<file path="config.mk">
export PLATFORM = sky130hd
export DESIGN_NAME = u2_ctrl_top
export DESIGN_NICKNAME = d
export VERILOG_FILES = /design/src/verilog/u2_ctrl_pkg.sv /design/src/verilog/wb_if.sv /design/src/verilog/control_regs.sv /design/src/verilog/readback_mux.sv /design/src/verilog/settings_bus.sv /design/src/verilog/simple_pic.sv /design/src/verilog/u2_ctrl_top.sv /design/src/verilog/wb_decoder.sv
export SDC_FILE = /design/constraint.sdc
export NUM_CORES = 1
export LEC_CHECK = 0
export BUFFER_PORTS_ARGS = -buffer_cell sky130_fd_sc_hd__clkbuf_2
export CAP_MARGIN = 15
export CELL_PAD_IN_SITES_DETAIL_PLACEMENT = 1
export CELL_PAD_IN_SITES_GLOBAL_PLACEMENT = 1
export CORE_UTILIZATION = 47
export CTS_CLUSTER_SIZE = 28
export DETAILED_ROUTE_END_ITERATION = 8
export PLACE_DENSITY_LB_ADDON = 0.1
export SKIP_LAST_GASP = 1
export SLEW_MARGIN = 0
export SYNTH_ARGS = -nofsm -noshare
export SYNTH_HDL_FRONTEND = slang
export SYNTH_SLANG_ARGS = --single-unit
</file>
<file path="constraint.sdc">
create_clock -name dsp_clk -period 7.1 [get_ports dsp_clk]
set_clock_uncertainty 0.1 [all_clocks]
set_input_delay 1.42 -clock dsp_clk [delete_from_list [all_inputs] [get_ports dsp_clk]]
set_output_delay 1.42 -clock dsp_clk [all_outputs]
set_load 0.02 [all_outputs]
</file>
<file path="src/verilog/u2_ctrl_pkg.sv">
////////////////////////////////////////////////////////////
// Board control package
// Bus widths, address map and register encodings
////////////////////////////////////////////////////////////

package u2_ctrl_pkg;

   // Wishbone bus geometry, byte addressed
   localparam int WB_AW    = 16;
   localparam int WB_DW    = 32;
   localparam int DECODE_W = 6;

   // Slave decode codes on the top address bits
   localparam logic [DECODE_W-1:0] SLV_STATUS_ADDR   = 6'b110011;
   localparam logic [DECODE_W-1:0] SLV_SETTINGS_ADDR = 6'b110101;
   localparam logic [DECODE_W-1:0] SLV_PIC_ADDR      = 6'b110110;

   typedef enum logic [1:0] {
      SLV_STATUS,
      SLV_SETTINGS,
      SLV_PIC,
      SLV_NONE
   } wb_slave_e;

   // Settings bus
   localparam int SET_AW = 8;

   typedef enum logic [SET_AW-1:0] {
      SR_CLOCK   = 8'd0,
      SR_SERDES  = 8'd1,
      SR_ADC     = 8'd2,
      SR_LED_SW  = 8'd3,
      SR_PHY     = 8'd4,
      SR_LED_SRC = 8'd8
   } set_addr_e;

   // Interrupt controller registers, by word index
   typedef enum logic [1:0] {
      PIC_EDGE     = 2'd0,
      PIC_POLARITY = 2'd1,
      PIC_MASK     = 2'd2,
      PIC_PENDING  = 2'd3
   } pic_reg_e;

   localparam int NUM_IRQ = 10;

   // Status readback words
   localparam int RB_WORDS = 16;
   localparam int RB_MODE  = 0;
   localparam int RB_LEDS  = 1;
   localparam int RB_CTRL  = 2;

endpackage

</file>
<file path="src/verilog/wb_if.sv">
////////////////////////////////////////////////////////////
// Wishbone classic bus, single master
////////////////////////////////////////////////////////////

`timescale 1ns/1ps

interface wb_if;

   logic [u2_ctrl_pkg::WB_AW-1:0] adr;
   logic [u2_ctrl_pkg::WB_DW-1:0] dat_w;
   logic [u2_ctrl_pkg::WB_DW-1:0] dat_r;
   logic                          we;
   logic                          stb;
   logic                          cyc;
   logic                          ack;

   // Bus owner side
   modport master (
      output adr, dat_w, we, stb, cyc,
      input  dat_r, ack
   );

   // Responder side
   modport slave (
      input  adr, dat_w, we, stb, cyc,
      output dat_r, ack
   );

endinterface
</file>
<file path="src/verilog/control_regs.sv">
////////////////////////////////////////////////////////////
// Board control setting registers
// Clock gen, SERDES, ADC and PHY pins plus the LED mux
////////////////////////////////////////////////////////////

`timescale 1ns/1ps

module control_regs (
   input  logic                           dsp_clk,
   input  logic                           arst_n_i,
   input  logic                           set_stb_i,
   input  logic [u2_ctrl_pkg::SET_AW-1:0] set_addr_i,
   input  logic [u2_ctrl_pkg::WB_DW-1:0]  set_data_i,
   input  logic                           clk_status_i,
   input  logic                           serdes_link_up_i,
   output logic [4:0]                     clock_ctrl_o,
   output logic [3:0]                     serdes_ctrl_o,
   output logic [3:0]                     adc_ctrl_o,
   output logic                           phy_reset_n_o,
   output logic [7:0]                     leds_o
);

   logic [4:0] clock_q;
   logic [3:0] serdes_q;
   logic [3:0] adc_q;
   logic       phy_reset_q;
   logic [7:0] led_sw_q;
   logic [7:0] led_src_q;
   logic [7:0] led_hw;

   ////////////////////////////////////////////////////////////
   // Setting registers
   ////////////////////////////////////////////////////////////

   always_ff @(posedge dsp_clk or negedge arst_n_i) begin
      if (!arst_n_i) begin
         clock_q     <= '0;
         serdes_q    <= '0;
         adc_q       <= '0;
         phy_reset_q <= 1'b0;
         led_sw_q    <= '0;
         led_src_q   <= '0;
      end else if (set_stb_i) begin
         case (set_addr_i)
            u2_ctrl_pkg::SR_CLOCK:   clock_q     <= set_data_i[4:0];
            u2_ctrl_pkg::SR_SERDES:  serdes_q    <= set_data_i[3:0];
            u2_ctrl_pkg::SR_ADC:     adc_q       <= set_data_i[3:0];
            u2_ctrl_pkg::SR_PHY:     phy_reset_q <= set_data_i[0];
            u2_ctrl_pkg::SR_LED_SW:  led_sw_q    <= set_data_i[7:0];
            u2_ctrl_pkg::SR_LED_SRC: led_src_q   <= set_data_i[7:0];
            default: ;
         endcase
      end
   end

   assign clock_ctrl_o  = clock_q;
   assign serdes_ctrl_o = serdes_q;
   assign adc_ctrl_o    = adc_q;

   // PHY reset pin is active low
   assign phy_reset_n_o = ~phy_reset_q;

   ////////////////////////////////////////////////////////////
   // LED source mux
   ////////////////////////////////////////////////////////////

   // Hardware status bits, upper LEDs have no hardware source
   assign led_hw = {6'b0, clk_status_i, serdes_link_up_i};

   // Source bit 1 selects hardware, 0 selects software
   assign leds_o = (led_src_q & led_hw) | (~led_src_q & led_sw_q);

endmodule

</file>
<file path="src/verilog/readback_mux.sv">
////////////////////////////////////////////////////////////
// Status readback slave, sixteen read-only words
////////////////////////////////////////////////////////////

`timescale 1ns/1ps

module readback_mux (
   input  logic       dsp_clk,
   input  logic       arst_n_i,
   wb_if.slave        bus,
   input  logic       sim_mode_i,
   input  logic [3:0] clock_divider_i,
   input  logic [7:0] leds_i,
   input  logic [4:0] clock_ctrl_i,
   input  logic [3:0] serdes_ctrl_i,
   input  logic [3:0] adc_ctrl_i
);

   logic [u2_ctrl_pkg::WB_DW-1:0] words [u2_ctrl_pkg::RB_WORDS];
   logic [u2_ctrl_pkg::WB_DW-1:0] dat_q;
   logic                          req;
   logic                          ack_q;

   // Word map, unused words read zero
   always_comb begin
      words = '{default: '0};
      words[u2_ctrl_pkg::RB_MODE] = {sim_mode_i, 27'b0, clock_divider_i};
      words[u2_ctrl_pkg::RB_LEDS] = {24'b0, leds_i};
      words[u2_ctrl_pkg::RB_CTRL] = {11'b0, clock_ctrl_i, 4'b0, serdes_ctrl_i,
                                     4'b0, adc_ctrl_i};
   end

   assign req = bus.cyc & bus.stb & ~ack_q;

   always_ff @(posedge dsp_clk or negedge arst_n_i) begin
      if (!arst_n_i) begin
         ack_q <= 1'b0;
      end else begin
         ack_q <= req;
      end
   end

   // Data lands together with ack, writes only get an ack
   always_ff @(posedge dsp_clk) begin
      if (req) begin
         dat_q <= words[bus.adr[5:2]];
      end
   end

   assign bus.ack   = ack_q;
   assign bus.dat_r = dat_q;

endmodule

</file>
<file path="src/verilog/settings_bus.sv">
////////////////////////////////////////////////////////////
// Settings bus slave
// Turns Wishbone writes into setting strobes
////////////////////////////////////////////////////////////

`timescale 1ns/1ps

module settings_bus (
   input  logic                          dsp_clk,
   input  logic                          arst_n_i,
   wb_if.slave                           bus,
   output logic                          set_stb_o,
   output logic [u2_ctrl_pkg::SET_AW-1:0] set_addr_o,
   output logic [u2_ctrl_pkg::WB_DW-1:0] set_data_o
);

   logic                          req;
   logic                          ack_q;
   logic                          stb_q;
   logic [u2_ctrl_pkg::SET_AW-1:0] addr_q;
   logic [u2_ctrl_pkg::WB_DW-1:0] data_q;

   assign req = bus.cyc & bus.stb & ~ack_q;

   always_ff @(posedge dsp_clk or negedge arst_n_i) begin
      if (!arst_n_i) begin
         ack_q <= 1'b0;
         stb_q <= 1'b0;
      end else begin
         ack_q <= req;
         stb_q <= req & bus.we;
      end
   end

   // Word address and data, captured with the request
   always_ff @(posedge dsp_clk) begin
      if (req) begin
         addr_q <= bus.adr[u2_ctrl_pkg::SET_AW+1:2];
         data_q <= bus.dat_w;
      end
   end

   assign bus.ack    = ack_q;
   assign bus.dat_r  = '0;
   assign set_stb_o  = stb_q;
   assign set_addr_o = addr_q;
   assign set_data_o = data_q;

endmodule

</file>
<file path="src/verilog/simple_pic.sv">
////////////////////////////////////////////////////////////
// Interrupt controller slave
// Per-line edge/level, polarity, mask and pending bits
////////////////////////////////////////////////////////////

`timescale 1ns/1ps

module simple_pic #(
   parameter int n_irq = 10
) (
   input  logic             dsp_clk,
   input  logic             arst_n_i,
   wb_if.slave              bus,
   input  logic [n_irq-1:0] irq_i,
   output logic             int_o
);

   u2_ctrl_pkg::pic_reg_e         reg_sel;
   logic [n_irq-1:0]              edge_q;
   logic [n_irq-1:0]              polarity_q;
   logic [n_irq-1:0]              mask_q;
   logic [n_irq-1:0]              pending;
   logic [u2_ctrl_pkg::WB_DW-1:0] rd_word;
   logic [u2_ctrl_pkg::WB_DW-1:0] dat_q;
   logic                          req;
   logic                          wr;
   logic                          ack_q;

   assign reg_sel = u2_ctrl_pkg::pic_reg_e'(bus.adr[3:2]);
   assign req     = bus.cyc & bus.stb & ~ack_q;
   assign wr      = req & bus.we;

   ////////////////////////////////////////////////////////////
   // Bus side, control registers
   ////////////////////////////////////////////////////////////

   always_ff @(posedge dsp_clk or negedge arst_n_i) begin
      if (!arst_n_i) begin
         ack_q      <= 1'b0;
         edge_q     <= '0;
         polarity_q <= '0;
         mask_q     <= '0;
      end else begin
         ack_q <= req;
         if (wr && reg_sel == u2_ctrl_pkg::PIC_EDGE)     edge_q     <= bus.dat_w[n_irq-1:0];
         if (wr && reg_sel == u2_ctrl_pkg::PIC_POLARITY) polarity_q <= bus.dat_w[n_irq-1:0];
         if (wr && reg_sel == u2_ctrl_pkg::PIC_MASK)     mask_q     <= bus.dat_w[n_irq-1:0];
      end
   end

   always_comb begin
      rd_word = '0;
      case (reg_sel)
         u2_ctrl_pkg::PIC_EDGE:     rd_word[n_irq-1:0] = edge_q;
         u2_ctrl_pkg::PIC_POLARITY: rd_word[n_irq-1:0] = polarity_q;
         u2_ctrl_pkg::PIC_MASK:     rd_word[n_irq-1:0] = mask_q;
         default:                   rd_word[n_irq-1:0] = pending;
      endcase
   end

   always_ff @(posedge dsp_clk) begin
      if (req) begin
         dat_q <= rd_word;
      end
   end

   assign bus.ack   = ack_q;
   assign bus.dat_r = dat_q;

   ////////////////////////////////////////////////////////////
   // Per-line capture and pending
   ////////////////////////////////////////////////////////////

   for (genvar i = 0; i < n_irq; i++) begin : g_line
      logic act_q;
      logic act_d;
      logic hit;
      logic pend_q;

      // Edge mode fires once per rise of the active level
      assign hit = edge_q[i] ? (act_q & ~act_d) : act_q;

      always_ff @(posedge dsp_clk or negedge arst_n_i) begin
         if (!arst_n_i) begin
            act_q  <= 1'b0;
            act_d  <= 1'b0;
            pend_q <= 1'b0;
         end else begin
            act_q  <= irq_i[i] ^ polarity_q[i];
            act_d  <= act_q;
            // New hit beats a clear in the same cycle
            pend_q <= hit | (pend_q & ~(wr && reg_sel == u2_ctrl_pkg::PIC_PENDING
                                        && bus.dat_w[i]));
         end
      end

      assign pending[i] = pend_q;
   end

   // Mask bit 1 hides the line
   assign int_o = |(pending & ~mask_q);

endmodule

</file>
<file path="src/verilog/u2_ctrl_top.sv">
////////////////////////////////////////////////////////////
// Board control top level
// Wishbone decode, settings, readback and interrupts
////////////////////////////////////////////////////////////

`timescale 1ns/1ps

module u2_ctrl_top (
   input  logic        dsp_clk,
   input  logic        arst_n_i,
   input  logic [15:0] wb_adr_i,
   input  logic [31:0] wb_dat_i,
   input  logic        wb_we_i,
   input  logic        wb_stb_i,
   input  logic        wb_cyc_i,
   input  logic        sim_mode_i,
   input  logic [3:0]  clock_divider_i,
   input  logic        clk_status_i,
   input  logic        serdes_link_up_i,
   input  logic [7:0]  periph_irq_i,
   output logic [31:0] wb_dat_o,
   output logic        wb_ack_o,
   output logic        wb_err_o,
   output logic        int_o,
   output logic [7:0]  leds_o,
   output logic        clock_ready_o,
   output logic [1:0]  clk_en_o,
   output logic [1:0]  clk_sel_o,
   output logic        ser_enable_o,
   output logic        ser_prbsen_o,
   output logic        ser_loopen_o,
   output logic        ser_rx_en_o,
   output logic        adc_oe_a_o,
   output logic        adc_on_a_o,
   output logic        adc_oe_b_o,
   output logic        adc_on_b_o,
   output logic        phy_reset_n_o
);

   wb_if host_wb ();
   wb_if status_wb ();
   wb_if settings_wb ();
   wb_if pic_wb ();

   logic                            set_stb;
   logic [u2_ctrl_pkg::SET_AW-1:0]  set_addr;
   logic [u2_ctrl_pkg::WB_DW-1:0]   set_data;
   logic [4:0]                      clock_ctrl;
   logic [3:0]                      serdes_ctrl;
   logic [3:0]                      adc_ctrl;
   logic [u2_ctrl_pkg::NUM_IRQ-1:0] irq;

   // Host port onto the bus
   assign host_wb.adr   = wb_adr_i;
   assign host_wb.dat_w = wb_dat_i;
   assign host_wb.we    = wb_we_i;
   assign host_wb.stb   = wb_stb_i;
   assign host_wb.cyc   = wb_cyc_i;
   assign wb_dat_o      = host_wb.dat_r;
   assign wb_ack_o      = host_wb.ack;

   wb_decoder wb_decoder_inst (
      .dsp_clk    (dsp_clk),
      .arst_n_i   (arst_n_i),
      .host       (host_wb.slave),
      .status_o   (status_wb.master),
      .settings_o (settings_wb.master),
      .pic_o      (pic_wb.master),
      .err_o      (wb_err_o)
   );

   settings_bus settings_bus_inst (
      .dsp_clk    (dsp_clk),
      .arst_n_i   (arst_n_i),
      .bus        (settings_wb.slave),
      .set_stb_o  (set_stb),
      .set_addr_o (set_addr),
      .set_data_o (set_data)
   );

   control_regs control_regs_inst (
      .dsp_clk          (dsp_clk),
      .arst_n_i         (arst_n_i),
      .set_stb_i        (set_stb),
      .set_addr_i       (set_addr),
      .set_data_i       (set_data),
      .clk_status_i     (clk_status_i),
      .serdes_link_up_i (serdes_link_up_i),
      .clock_ctrl_o     (clock_ctrl),
      .serdes_ctrl_o    (serdes_ctrl),
      .adc_ctrl_o       (adc_ctrl),
      .phy_reset_n_o    (phy_reset_n_o),
      .leds_o           (leds_o)
   );

   readback_mux readback_mux_inst (
      .dsp_clk         (dsp_clk),
      .arst_n_i        (arst_n_i),
      .bus             (status_wb.slave),
      .sim_mode_i      (sim_mode_i),
      .clock_divider_i (clock_divider_i),
      .leds_i          (leds_o),
      .clock_ctrl_i    (clock_ctrl),
      .serdes_ctrl_i   (serdes_ctrl),
      .adc_ctrl_i      (adc_ctrl)
   );

   // Link and clock status sit above the peripheral lines
   assign irq = {clk_status_i, serdes_link_up_i, periph_irq_i};

   simple_pic #(
      .n_irq (u2_ctrl_pkg::NUM_IRQ)
   ) simple_pic_inst (
      .dsp_clk  (dsp_clk),
      .arst_n_i (arst_n_i),
      .bus      (pic_wb.slave),
      .irq_i    (irq),
      .int_o    (int_o)
   );

   // Control words to pins, MSB first
   assign {clock_ready_o, clk_en_o, clk_sel_o} = clock_ctrl;
   assign {ser_enable_o, ser_prbsen_o, ser_loopen_o, ser_rx_en_o} = serdes_ctrl;
   assign {adc_oe_a_o, adc_on_a_o, adc_oe_b_o, adc_on_b_o} = adc_ctrl;

endmodule

</file>
<file path="src/verilog/wb_decoder.sv">
////////////////////////////////////////////////////////////
// Wishbone address decoder for the board control slaves
// Unmapped space answers with a one-cycle error
////////////////////////////////////////////////////////////

`timescale 1ns/1ps

module wb_decoder (
   input  logic dsp_clk,
   input  logic arst_n_i,
   wb_if.slave  host,
   wb_if.master status_o,
   wb_if.master settings_o,
   wb_if.master pic_o,
   output logic err_o
);

   u2_ctrl_pkg::wb_slave_e sel;
   logic                   req;
   logic                   err_q;

   // Compare top address bits
   always_comb begin
      case (host.adr[u2_ctrl_pkg::WB_AW-1 -: u2_ctrl_pkg::DECODE_W])
         u2_ctrl_pkg::SLV_STATUS_ADDR:   sel = u2_ctrl_pkg::SLV_STATUS;
         u2_ctrl_pkg::SLV_SETTINGS_ADDR: sel = u2_ctrl_pkg::SLV_SETTINGS;
         u2_ctrl_pkg::SLV_PIC_ADDR:      sel = u2_ctrl_pkg::SLV_PIC;
         default:                        sel = u2_ctrl_pkg::SLV_NONE;
      endcase
   end

   assign req = host.cyc & host.stb;

   // Request fan-out, strobe only to the selected slave
   assign status_o.adr     = host.adr;
   assign status_o.dat_w   = host.dat_w;
   assign status_o.we      = host.we;
   assign status_o.cyc     = host.cyc;
   assign status_o.stb     = host.stb & (sel == u2_ctrl_pkg::SLV_STATUS);

   assign settings_o.adr   = host.adr;
   assign settings_o.dat_w = host.dat_w;
   assign settings_o.we    = host.we;
   assign settings_o.cyc   = host.cyc;
   assign settings_o.stb   = host.stb & (sel == u2_ctrl_pkg::SLV_SETTINGS);

   assign pic_o.adr        = host.adr;
   assign pic_o.dat_w      = host.dat_w;
   assign pic_o.we         = host.we;
   assign pic_o.cyc        = host.cyc;
   assign pic_o.stb        = host.stb & (sel == u2_ctrl_pkg::SLV_PIC);

   // Response return from the selected slave
   always_comb begin
      case (sel)
         u2_ctrl_pkg::SLV_STATUS:   host.dat_r = status_o.dat_r;
         u2_ctrl_pkg::SLV_SETTINGS: host.dat_r = settings_o.dat_r;
         u2_ctrl_pkg::SLV_PIC:      host.dat_r = pic_o.dat_r;
         default:                   host.dat_r = '0;
      endcase
   end

   assign host.ack = status_o.ack | settings_o.ack | pic_o.ack;

   // Error pulse, never twice in a row
   always_ff @(posedge dsp_clk or negedge arst_n_i) begin
      if (!arst_n_i) begin
         err_q <= 1'b0;
      end else begin
         err_q <= req & (sel == u2_ctrl_pkg::SLV_NONE) & ~err_q;
      end
   end

   assign err_o = err_q;

endmodule

</file>
==> After elaboration in Yosys (flattened, before gate mapping) <==
Cells that the tools add are included.
{ "totals": {"elab_cells": 191, "ff_bits": 153, "inputBits": 68, "output_inout_bits": 57} }
{ "classes": {"n_bitwise": 88, "n_mux": 16, "n_eq_ne": 14, "reduce_logical": 24, "magnitude_cmp": 1} }
{ "op_table": {"columns": ["cell", "n"], "rows": [
  ["binary-select mux 32 bit (select 4 bit)", 1],
  ["2-to-1 mux 32 bit", 2],
  ["case mux 32 bit (2 select lines)", 1],
  ["AND 1 bit", 34],
  ["case mux 10 bit (3 select lines)", 1],
  ["inverter 1 bit", 25],
  ["== test 6 bit (second input constant)", 3],
  ["== test 8 x 2 -> 1 bit (second input constant)", 2],
  ["logical AND 1 bit", 14],
  ["bitwise OR 1 bit", 12],
  ["AND reduction 2 bit", 6],
  ["AND 10 bit", 1],
  ["2-to-1 mux 1 bit", 10],
  ["inverter 10 bit", 1],
  ["OR reduction 10 bit", 1],
  ["XOR 1 bit", 10],
  ["AND 8 x 2 -> 8 bit", 1],
  ["AND 8 bit", 1],
  ["== test 2 bit (second input constant)", 4],
  ["== test 8 x 1 -> 1 bit (second input constant)", 1],
  ["== test 8 x 3 -> 1 bit (second input constant)", 1],
  ["== test 8 x 4 -> 1 bit (second input constant)", 1],
  ["logical NOT 8 bit", 1],
  ["inverter 8 bit", 1],
  ["other kinds (6)", 8]
]} }

==> Longest topological paths before layout <==
Gate-level depths: netlist (run 1).
{ "depth": {"word_depth": 12, "ltp_mapped": 5} }

==> Modules after synthesis <==
From an unflattened synthesis (run 1), not the netlist that was laid out.
{ "unflattened": {"hier_cells": 748, "hier_area_um2": 8926.1} }
{ "modules_own_cells": {"columns": ["module", "area_per_inst_um2", "seq_area_each_um2", "n_inst", "cells_per_inst"], "rows": [
  ["simple_pic", 3074.2, 1826.8, 1, 223],
  ["wb_decoder", 2100.8, 25.0, 1, 292],
  ["settings_bus", 1515.2, 1251.2, 1, 77],
  ["control_regs", 1293.7, 750.7, 1, 84],
  ["readback_mux", 942.2, 565.5, 1, 72]
]} }

==> Worst setup path after synthesis (run 1) <==
OpenSTA, ideal clock, no wires.
{ "synth_timing": {"path_type": "in2out", "start": "input port wb_adr_i[13]", "end": "output port wb_dat_o[0]", "slack_ns": 3.037, "stages": 4, "path_buffers": 1, "arrival_time_ns": 2.543, "path_cell_list": "nand4b_2 > nor2_1 > clkbuf_1 > a22o_1"} }
{ "synth_via": {"elab_chain_len": 4} }
{ "synth_lines": {"columns": ["item", "line_no", "rtl"], "rows": [
  ["start, declared", "u2_ctrl_top.sv:11", "input logic [15:0] wb_adr_i,"],
  ["== test 6 bit", "wb_decoder.sv:24", "case (host.adr[u2_ctrl_pkg::WB_AW-1 -: u2_ctrl_pkg::DECODE_W])"],
  ["case mux 2 bit (3 select lines) *", "wb_decoder.sv:24", null],
  ["== test 2 bit or logical NOT 2 bit (tied branches)", "wb_decoder.sv:55", "case (sel)"],
  ["case mux 32 bit (2 select lines) *", "wb_decoder.sv:55", null],
  ["end, declared", "u2_ctrl_top.sv:21", "output logic [31:0] wb_dat_o,"]
]} }
Mark *: on every way between the ends. The rest lies on a longest branch, timed or not.

==> Worst setup path in the final report (run 1) <==
{ "layout_timing": {"start": "input port wb_adr_i[13]", "end": "output port wb_dat_o[6]"} }
The elaborated chain is that of the path after synthesis.

==> results.sh, run 1 <==
export IMPL_status="finished clean"
export IMPL_die_area_sq_mm=0.0129
export IMPL_grt_pass1_vias=3818
export IMPL_fin_cells=678
export IMPL_cts_hold_buf=0
export IMPL_drt_iter0_markers=169
export IMPL_syn2layout_area_growth_pct=20.2
export IMPL_cts_setup_buffers=0
export IMPL_route_detailed_drc=0
export IMPL_finalCriticalPeriod_ns=4.78
export IMPL_seq_area_frac_synth_pct=63.0
export IMPL_cts_buffers=17
export IMPL_synth_avg_cell_area_sq_um=14.7
export IMPL_p_leak_nw=3.25
export IMPL_wl_per_cell_um=20.2
export IMPL_timing_hold_ws_ns=0.265
export IMPL_nNetsFinal=565
export IMPL_hold_violations=0
export IMPL_netlist_instances=398
export IMPL_arrival_ns=3.26
export IMPL_period_share_pct=67.3
export IMPL_worst_slack_ns=2.32
export IMPL_grt_use_total_pct=23.3
export IMPL_max_slew_margin_pct=31.9
export IMPL_rows=40
export IMPL_clock_sinks=139
export IMPL_dp_slack_ns=2.29
export IMPL_ys_types=38
export IMPL_cts_buffer_depth=2
export IMPL_cp_max_fo=11
export IMPL_n_antenna_cell=0
export IMPL_drive_gt1_share_pct=39.8
export IMPL_hold_path_class="flip-flop to flip-flop"
export IMPL_synth_edf_count=44
export IMPL_syn_area_sq_mm=0.00587
export IMPL_slew_violations=0
export IMPL_worst_ep_required_time_ns=5.58
export IMPL_finalSetupViolations=0
export IMPL_final_cell_mix="dfrtp_1, clkbuf_2, mux2_2"
export IMPL_io_buffers=86
export IMPL_coreArea_sq_mm=0.0121
export IMPL_gp_congestion=0.744
export IMPL_htree_levels=4
export IMPL_worst_setup_path_start_kind="input port"
export IMPL_yosys_register_bits=139
export IMPL_layout_commonest_cell="dfrtp_1"
export IMPL_ys_warn_count=0
export IMPL_drv_cap=0
export IMPL_wl_um=13700
export IMPL_grt_first_pass_wirelength_um=21500
export IMPL_grt_ovfl_total=0
export IMPL_io_pins=125
export IMPL_clkLatencyLatePin_ns=0.42
export IMPL_grt_max_degree=52
export IMPL_cts_resized=0
export IMPL_tightest_slew_ns=1.01
export IMPL_power_density_mw_per_mm2=253
export IMPL_root_buffer="clkbuf_16"
export IMPL_rsz0062_at_grt="false"
export IMPL_ant_nets=0
export IMPL_antenna_found_initial=0
export IMPL_die_h_um=114
export IMPL_first_pass_iters=4
export IMPL_synthArstFlopShare_pct=68.3
export IMPL_start_util_pct=48.4
export IMPL_dp_hpwl_um=9270
export IMPL_num_vias=3622
export IMPL_fp_dieW_um=114
export IMPL_irDropWorstVdd_mv=0.201
export IMPL_dp_cells=646
export IMPL_via_per_inst=5.34
export IMPL_synthFlopType="dfrtp_1"
export IMPL_path_class="input port to primary output"
export IMPL_clock_fmax_mhz=209
export IMPL_finalSetupTns_ns=0
export IMPL_endpoint_kind="primary output"
export IMPL_clk_pin_slew_ns=0.05
export IMPL_tritoncts="yes"
==> cell type report <==
cell class / count / area (sq um)
Multi-Input combinational cell: 240 / 2060
Clock buffer: 17 / 425
Tap cell: 168 / 210
Clock inverter: 15 / 155
Inverter: 8 / 30.0
Timing Repair Buffer: 91 / 470
Sequential cell: 139 / 3700
Fill cell: 1220 / 5060
==> flip-flops by register name, summed over array words and instances (netlist names) <==
register and flops:
readback_mux_inst.bus.dat_r 18, settings_bus_inst.set_stb_o 1, simple_pic_inst.g_line.act_d 10, simple_pic_inst.g_line.act_q 10, settings_bus_inst.bus.ack 1, simple_pic_inst.g_line.pend_q 10, settings_bus_inst.set_data_o 8, settings_bus_inst.set_addr_o 8
control_regs_inst.led_src_q 8, control_regs_inst.serdes_ctrl_o 4, control_regs_inst.led_sw_q 8, wb_decoder_inst.err_o 1, readback_mux_inst.bus.ack 1, control_regs_inst.phy_reset_q 1, simple_pic_inst.edge_q 10, simple_pic_inst.bus.dat_r 10
control_regs_inst.adc_ctrl_o 4, simple_pic_inst.bus.ack 1, simple_pic_inst.mask_q 10, simple_pic_inst.polarity_q 10, control_regs_inst.clock_ctrl_o 5
==> routing by layer <==
layer,track usage (%),share of wire [%],wire [um],up-vias
met5,0,0,0,-
met3,6.38,4.0,549,19
met4,7.72,1.7,238,0
met1,29.8,44,6010,1870
li1,-,-,-,1645
met2,38.5,50,6870,88
==> cells in the mapped netlist, types with 3 or more instances <==
cell type | instances | area [sq um]
a21boi_0 | 10 | 75.1
a21oi_1 | 16 | 80.1
a22o_1 | 10 | 87.6
and2_1 | 9 | 56.3
and3_1 | 14 | 87.6
buf_4 | 14 | 105
clkbuf_1 | 7 | 26.3
dfrtp_1 | 95 | 2380
edfxtp_1 | 44 | 1320
inv_1 | 8 | 30.0
mux2_2 | 62 | 698
mux4_2 | 10 | 225
nand2_1 | 7 | 26.3
nand2b_1 | 7 | 43.8
nand4b_1 | 5 | 43.8
nor2_1 | 14 | 52.6
nor2b_1 | 18 | 113
nor3b_1 | 5 | 37.5
nor4_1 | 3 | 18.8
nor4_4 | 3 | 63.8
nor4b_1 | 3 | 26.3
o22ai_1 | 3 | 18.8
xor2_1 | 10 | 87.6
==> metrics by stage <==
stage	util, %	total power [W]	cell area [sq um]
floorplan	-	0.000898	5920
global route	58.2	0.00184	7050
CTS	58.2	0.00180	7050
finish	58.2	0.00179	7050
detailed placement	53.4	0.000932	6470
global placement	53.4	0.000930	6470
==> critical path, cell delays in order <==
cell      delay [ns]
clkbuf_2        0.09
nand4b_2        0.41
nor2_1          0.85
a22o_1          0.30
clkbuf_2        0.19
==> cell families (layout without fill, tap and decap cells) <==
family / count (synthesis) / in the layout / synth area share (%)
flip-flops: 139 / 139 / 63.0
AND/OR/NAND/NOR: 102 / 102 / 11.8
multiplexers: 72 / 72 / 15.7
AO/OA/AOI/OAI: 42 / 42 / 4.86
buffers and inverters: 32 / 131 / 2.96
XOR/XNOR: 10 / 10 / 1.49
other: 1 / 14 / 0.0639
==> power by group <==
group	leakage, nW	switching (W)	internal [W]
Clock	0.285	0.000326	0.000544
Combinational	1.36	0.0000496	0.0000266
Sequential	1.60	0.00000472	0.000835
Total	3.25	0.000380	0.00141
==> final timing paths <==
kind	endpoint	slack (ns)	cells after the start	startpoint
min	simple_pic_inst.g_line[7].act_d$_DFF_PN0_	0.27	0	simple_pic_inst.g_line[7].act_q$_DFF_PN0_
max reg2reg	control_regs_inst.led_src_q[0]$_DFFE_PN0P_	4.72	3	settings_bus_inst.set_addr_o[5]$_DFFE_PN_
min in group asynchronous	control_regs_inst.phy_reset_q$_DFFE_PN0P_	0.90	1	arst_n_i
min reg2reg	simple_pic_inst.g_line[7].act_d$_DFF_PN0_	0.27	0	simple_pic_inst.g_line[7].act_q$_DFF_PN0_
max in group asynchronous	control_regs_inst.serdes_ctrl_o[3]$_DFFE_PN0P_	4.89	2	arst_n_i
max	wb_dat_o[6]	2.32	5	wb_adr_i[13]
Power figures use the tool's default switching activity.
==> run 2, diff against run 1 <==
Settings changed: CORE_UTILIZATION 47 to 40.
Clock period 7.1 ns to 4.33 ns, I/O delays scaled along.
==> run 2 against run 1 <==
  * Critical path depth up 1
  * Cell area about the same
  * Combinational power up 67%
  * Flip-flop and latch count unchanged
  * Routed wire length up 4.2%
  * Sequential share of layout area about the same
  * Die area up 17%
  * First-iteration DRC count up 15%
  * Clock power up 49%
  * Sequential power up 64%
  * Setup slack worse by 1.2 ns
  * Via count up 0.14%
  * Critical path type unchanged
==> results.sh, run 2 (synthesized netlist as in run 1, its figures left out) <==
export IMPL_htree_levels=4
export IMPL_clkLatencyLatePin_ns=0.42
export IMPL_syn2layout_area_growth_pct=20.2
export IMPL_drive_gt1_share_pct=39.7
export IMPL_route_detailed_drc=0
export IMPL_via_per_inst=5.23
export IMPL_die_h_um=123
export IMPL_power_density_mw_per_mm2=398
export IMPL_die_area_sq_mm=0.0152
export IMPL_hold_violations=0
export IMPL_fin_cells=694
export IMPL_num_vias=3627
export IMPL_rows=43
export IMPL_wl_per_cell_um=20.5
export IMPL_finalSetupViolations=0
export IMPL_root_buffer="clkbuf_16"
export IMPL_fp_dieW_um=123
export IMPL_fin_util_pct=50.0
export IMPL_worst_ep_required_time_ns=3.36
export IMPL_n_antenna_cell=0
export IMPL_start_util_pct=41.6
export IMPL_io_buffers=86
export IMPL_arrival_ns=2.23
export IMPL_cp_max_fo=11
export IMPL_p_leak_nw=3.25
export IMPL_cts_resized=0
export IMPL_first_pass_iters=6
export IMPL_slew_violations=0
export IMPL_dp_hpwl_um=9760
export IMPL_rsz0062_at_grt="false"
export IMPL_max_slew_margin_pct=31.6
export IMPL_irDropWorstVdd_mv=0.275
export IMPL_timing_hold_ws_ns=0.267
export IMPL_cts_buffers=17
export IMPL_clock_sinks=139
export IMPL_gp_congestion=0.741
export IMPL_grt_first_pass_wirelength_um=22300
export IMPL_status="finished clean"
export IMPL_clock_fmax_mhz=312
export IMPL_grt_pass1_vias=3917
export IMPL_cts_hold_buf=0
export IMPL_clk_pin_slew_ns=0.05
export IMPL_drv_cap=0
export IMPL_path_class="input port to primary output"
export IMPL_largest_register_ffs=18
export IMPL_wl_um=14200
export IMPL_grt_use_total_pct=20.8
export IMPL_ant_nets=0
export IMPL_cts_buffer_depth=2
export IMPL_final_cell_mix="dfrtp_1, clkbuf_2, mux2_2"
export IMPL_drt_iter0_markers=195
export IMPL_antenna_found_initial=0
export IMPL_cts_setup_buffers=0
export IMPL_period_share_pct=73.9
export IMPL_coreArea_sq_mm=0.0141
export IMPL_finalCriticalPeriod_ns=3.20
export IMPL_dp_cells=663
export IMPL_endpoint_kind="primary output"
export IMPL_hold_path_class="flip-flop to flip-flop"
export IMPL_grt_ovfl_total=0
export IMPL_tightest_slew_ns=1.03
export IMPL_nNetsFinal=570
export IMPL_layout_commonest_cell="dfrtp_1"
export IMPL_finalSetupTns_ns=0
export IMPL_grt_max_degree=78
export IMPL_worst_setup_path_start_kind="input port"
export IMPL_tritoncts="yes"
export IMPL_io_pins=125
==> run 2: worst max-delay path: stages <==
cell      delay, ns
clkbuf_2       0.09
nand4b_2       0.42
nor2_1         0.21
buf_4          0.23
a22o_1         0.22
clkbuf_2       0.19
==> run 2: layout make-up <==
type,count,area [sq um]
clock buffers,28,517
clock inverters,3,15.0
fillers,1444,7040
inverters,8,30.0
multi-input cells,240,2060
flip-flops and latches,139,3700
well taps,180,225
repair buffers,96,508
==> run 2: path summary, 6_finish.rpt <==
kind	startpoint	end	slack, ns	cells past startpoint
max	wb_adr_i[13]	wb_dat_o[4]	1.13	6
min	simple_pic_inst.g_line[7].act_q$_DFF_PN0_	simple_pic_inst.g_line[7].act_d$_DFF_PN0_	0.27	0
max reg2reg	settings_bus_inst.set_addr_o[5]$_DFFE_PN_	control_regs_inst.led_src_q[7]$_DFFE_PN0P_	1.77	3
min reg2reg	simple_pic_inst.g_line[7].act_q$_DFF_PN0_	simple_pic_inst.g_line[7].act_d$_DFF_PN0_	0.27	0
max in group asynchronous	arst_n_i	simple_pic_inst.polarity_q[4]$_DFFE_PN0P_	2.72	2
min in group asynchronous	arst_n_i	control_regs_inst.phy_reset_q$_DFFE_PN0P_	0.51	1
==> run 2: stage by stage <==
stage / area [sq um] / setup slack [ns] / power, W
final: 7050 / 1.13 / 0.00281
after global routing: 7050 / 1.08 / 0.00291
after CTS: 7050 / 1.14 / 0.00285
after detailed placement: 6520 / 1.14 / 0.00153
after global placement: 6520 / 1.18 / 0.00153
after floorplan: 5920 / 0.935 / 0.00147
==> run 2: metal layers <==
metal  global-route usage, %  share of wire (%)  routed length, um
met3                    5.30                4.0                563
met1                    26.6                 44               6270
met5                       0                  0                  0
met4                    5.80                1.0                147
met2                    35.0                 51               7270
==> run 2: report_power, final <==
| part | total, W | switching [W] | internal (W) |
|---|---|---|---|
| sequential | 0.00138 | 0.00000795 | 0.00137 |
| clock | 0.00130 | 0.000502 | 0.000802 |
| combinational | 0.000127 | 0.0000821 | 0.0000449 |
==> run 3, diff against run 2 <==
Settings changed: ABC_AREA from default to 1, CORE_UTILIZATION 40 to 41.
Clock period 4.33 ns to 2.95 ns, I/O delays scaled along.
==> run 3 against run 2 <==
  * Clock-buffer cell count is the same
  * Largest cell class unchanged
  * Global-route usage grew 1.6 points
  * Core utilization grew 0.29 points
  * First-iteration DRC count grew 15%
  * Non-clock buffer count grew 4
  * Worst hold slack lost 0.13 ns
  * Critical path type unchanged
  * Largest power group unchanged
  * Final cell count grew 29%
  * Setup slack lost 0.57 ns
  * Routed wire length grew 5.8%
  * Total power grew 44%
  * Cell area shrank 0.96%
  * Area after synthesis shrank 0.47%
==> results.sh, run 3 <==
export IMPL_status="finished clean"
export IMPL_cts_hold_buf=0
export IMPL_rsz0062_at_grt="false"
export IMPL_p_clk_share_pct=45.6
export IMPL_ys_top_cells_by_count="nand2_1, dfrtp_1, inv_1"
export IMPL_grt_first_pass_wirelength_um=24300
export IMPL_synth_top_area_share_pct=40.7
export IMPL_cts_resized=0
export IMPL_grt_use_total_pct=22.4
export IMPL_htree_levels=4
export IMPL_yosysMostFrequentCell="nand2_1"
export IMPL_cts_buffer_depth=2
export IMPL_cp_num_buf_inv=3
export IMPL_synthArstFlopShare_pct=68.3
export IMPL_finalSetupViolations=0
export IMPL_grt_ovfl_total=0
export IMPL_syn2layout_area_growth_pct=19.6
export IMPL_dp_hpwl_um=11000
export IMPL_route_detailed_drc=0
export IMPL_syn_area_sq_mm=0.00584
export IMPL_period_share_pct=81.2
export IMPL_drive_gt1_share_pct=20.8
export IMPL_io_pins=125
export IMPL_gp_congestion=0.821
export IMPL_finalSetupTns_ns=0
export IMPL_max_slew_margin_pct=49.6
export IMPL_cp_max_fo=11
export IMPL_fillers=1626
export IMPL_slew_violations=0
export IMPL_p_int_w=0.00317
export IMPL_wl_per_cell_um=16.9
export IMPL_p_seq_share_pct=50.0
export IMPL_fin_util_pct=50.3
export IMPL_die_area_sq_mm=0.0147
export IMPL_ant_nets=0
export IMPL_worst_path_largest_cell_delay_ns=0.27
export IMPL_synth_top_cell_by_area="dfrtp_1"
export IMPL_p_leak_nw=3.40
export IMPL_hold_violations=0
export IMPL_ys_top_cells_by_area="dfrtp_1, edfxtp_1, nand2_1, o21ai_0, inv_1"
export IMPL_start_util_pct=42.1
export IMPL_crit_path_cell_trace="clkbuf_2 -> nand2_1 -> nor2_1 -> buf_4 -> nand2_1 -> nor2_1 -> clkbuf_2"
export IMPL_antenna_found_initial=0
export IMPL_die_h_um=121
export IMPL_crit_family="simple AND/OR/NAND/NOR gates"
export IMPL_drv_cap=0
export IMPL_num_vias=4418
export IMPL_ys_types=32
export IMPL_arrival_ns=1.71
export IMPL_critPathSlowestCell="nand2_1"
export IMPL_wl_um=15100
export IMPL_pwr_share_comb_pct=4.4
export IMPL_hold_path_class="input port to async pin"
export IMPL_ys_warn_count=0
export IMPL_swShare_pct=21.7
export IMPL_via_per_inst=4.95
export IMPL_nNetsFinal=768
export IMPL_io_buffers=86
export IMPL_path_class="input port to primary output"
export IMPL_largest_register_ffs=18
export IMPL_final_cell_mix="nand2_1, dfrtp_1, clkbuf_2"
export IMPL_worst_ep_required_time_ns=2.26
export IMPL_worst_setup_path_start_kind="input port"
export IMPL_grt_max_degree=55
export IMPL_clkLatencyLatePin_ns=0.42
export IMPL_layout_commonest_cell="nand2_1"
export IMPL_cts_setup_buffers=0
export IMPL_netlist_instances=599
export IMPL_timing_hold_ws_ns=0.134
export IMPL_endpoint_kind="primary output"
export IMPL_yosys_register_bits=139
export IMPL_synth_edf_count=44
export IMPL_clock_fmax_mhz=418
export IMPL_clk_pin_slew_ns=0.05
export IMPL_drt_iter0_markers=225
export IMPL_seq_area_frac_synth_pct=63.3
export IMPL_tightest_slew_ns=0.756
export IMPL_reg2reg_slack_ns=1.15
export IMPL_rows=43
export IMPL_rr_startpoint="simple_pic_inst.bus.ack$_DFF_PN0_"
export IMPL_first_pass_iters=4
export IMPL_coreArea_sq_mm=0.0139
export IMPL_irDropWorstVdd_mv=0.386
export IMPL_power_density_mw_per_mm2=580
export IMPL_grt_pass1_vias=4580
export IMPL_fp_dieW_um=121
export IMPL_clock_sinks=139
export IMPL_cp_startpoint="wb_adr_i[14]"
export IMPL_tritoncts="yes"
export IMPL_cts_buffers=17
export IMPL_synthFlopType="dfrtp_1"
export IMPL_synth_avg_cell_area_sq_um=9.75
export IMPL_n_antenna_cell=0
export IMPL_root_buffer="clkbuf_16"
export IMPL_p_sw_w=0.000877
export IMPL_finalCriticalPeriod_ns=2.40
run 3: cell count changes after synthesis, sizes merged, moves of 11 or more:
cell | before | now
nand2 | 7 | 191
nor3 | 0 | 11
nor2 | 14 | 39
nand3 | 2 | 25
o21ai | 0 | 68
mux2 | 62 | 0
and3 | 14 | 0
nor2b | 18 | 0
inv | 8 | 58
run 3: per-layer routing:
metal	share of wire, %	global-route usage, %	wire length, um	vias to the layer above
li1	-	-	-	2110
met1	45	31.3	6840	2159
met2	48	34.5	7170	130
met3	5.3	4.23	794	19
met4	1.7	8.49	263	0
met5	0	0	0	-
run 3: worst paths after layout:
kind                                                                  to  cells past startpoint
max in group asynchronous  control_regs_inst.clock_ctrl_o[1]$_DFFE_PN0P_                      2
min in group dsp_clk           simple_pic_inst.g_line[7].act_q$_DFF_PN0_                      2
min                            simple_pic_inst.g_line[1].act_q$_DFF_PN0_                      1
max reg2reg                        simple_pic_inst.edge_q[2]$_DFFE_PN0P_                      8
min reg2reg                    simple_pic_inst.g_line[5].act_d$_DFF_PN0_                      0
max                                                         wb_dat_o[31]                      7
run 3: logic make-up (layout without fill, tap and decap cells):
logic type	after synthesis	count (layout)	synth area share [%]
buffers and inverters	91	192	7.18
AOI/OAI and AO/OA	88	88	8.49
and+or+nand+nor	270	270	19.4
other	1	14	0.0642
DFF	139	139	63.3
xor gates and xnor gates	10	10	1.50
run 3: through the flow:
step	std cells	total power [W]	area (sq um)	setup WS, ns
final	893	0.00405	6990	0.555
after global routing	893	0.00420	6990	0.424
after CTS	893	0.00410	6990	0.538
after detailed placement	861	0.00224	6480	0.546
after global placement	861	0.00223	6480	0.644
after floorplan	612	0.00215	5890	0.134
run 3: power groups by stage:
stage	Combinational, W	Clock (W)	Sequential [W]
final	0.000178	0.00185	0.00202
after global routing	0.000199	0.00197	0.00203
after CTS	0.000182	0.00189	0.00202
after detailed placement	0.000181	0	0.00206
after global placement	0.000177	0	0.00206
after floorplan	0.0000896	0	0.00206
run 3: worst register-to-register path, cell delays in order, from the launching register on:
cell     delay [ns]
dfrtp_1        0.37
nor2_1         0.13
nand3_2        0.12
nor2_4         0.20
buf_4          0.21
nand2_1        0.14
buf_4          0.27
nand2_1        0.08
o21ai_1        0.06
run 3: final cells by class:
type / count / area (sq um) / area share (%)
inverters: 60 / 225 / 3.22
clock buffers: 28 / 487 / 6.97
flip-flops and latches: 139 / 3700 / 52.9
repair buffers: 100 / 551 / 7.88
well taps: 180 / 225 / 3.22
clock inverters: 4 / 20.0 / 0.287
multi-input cells: 382 / 1780 / 25.5
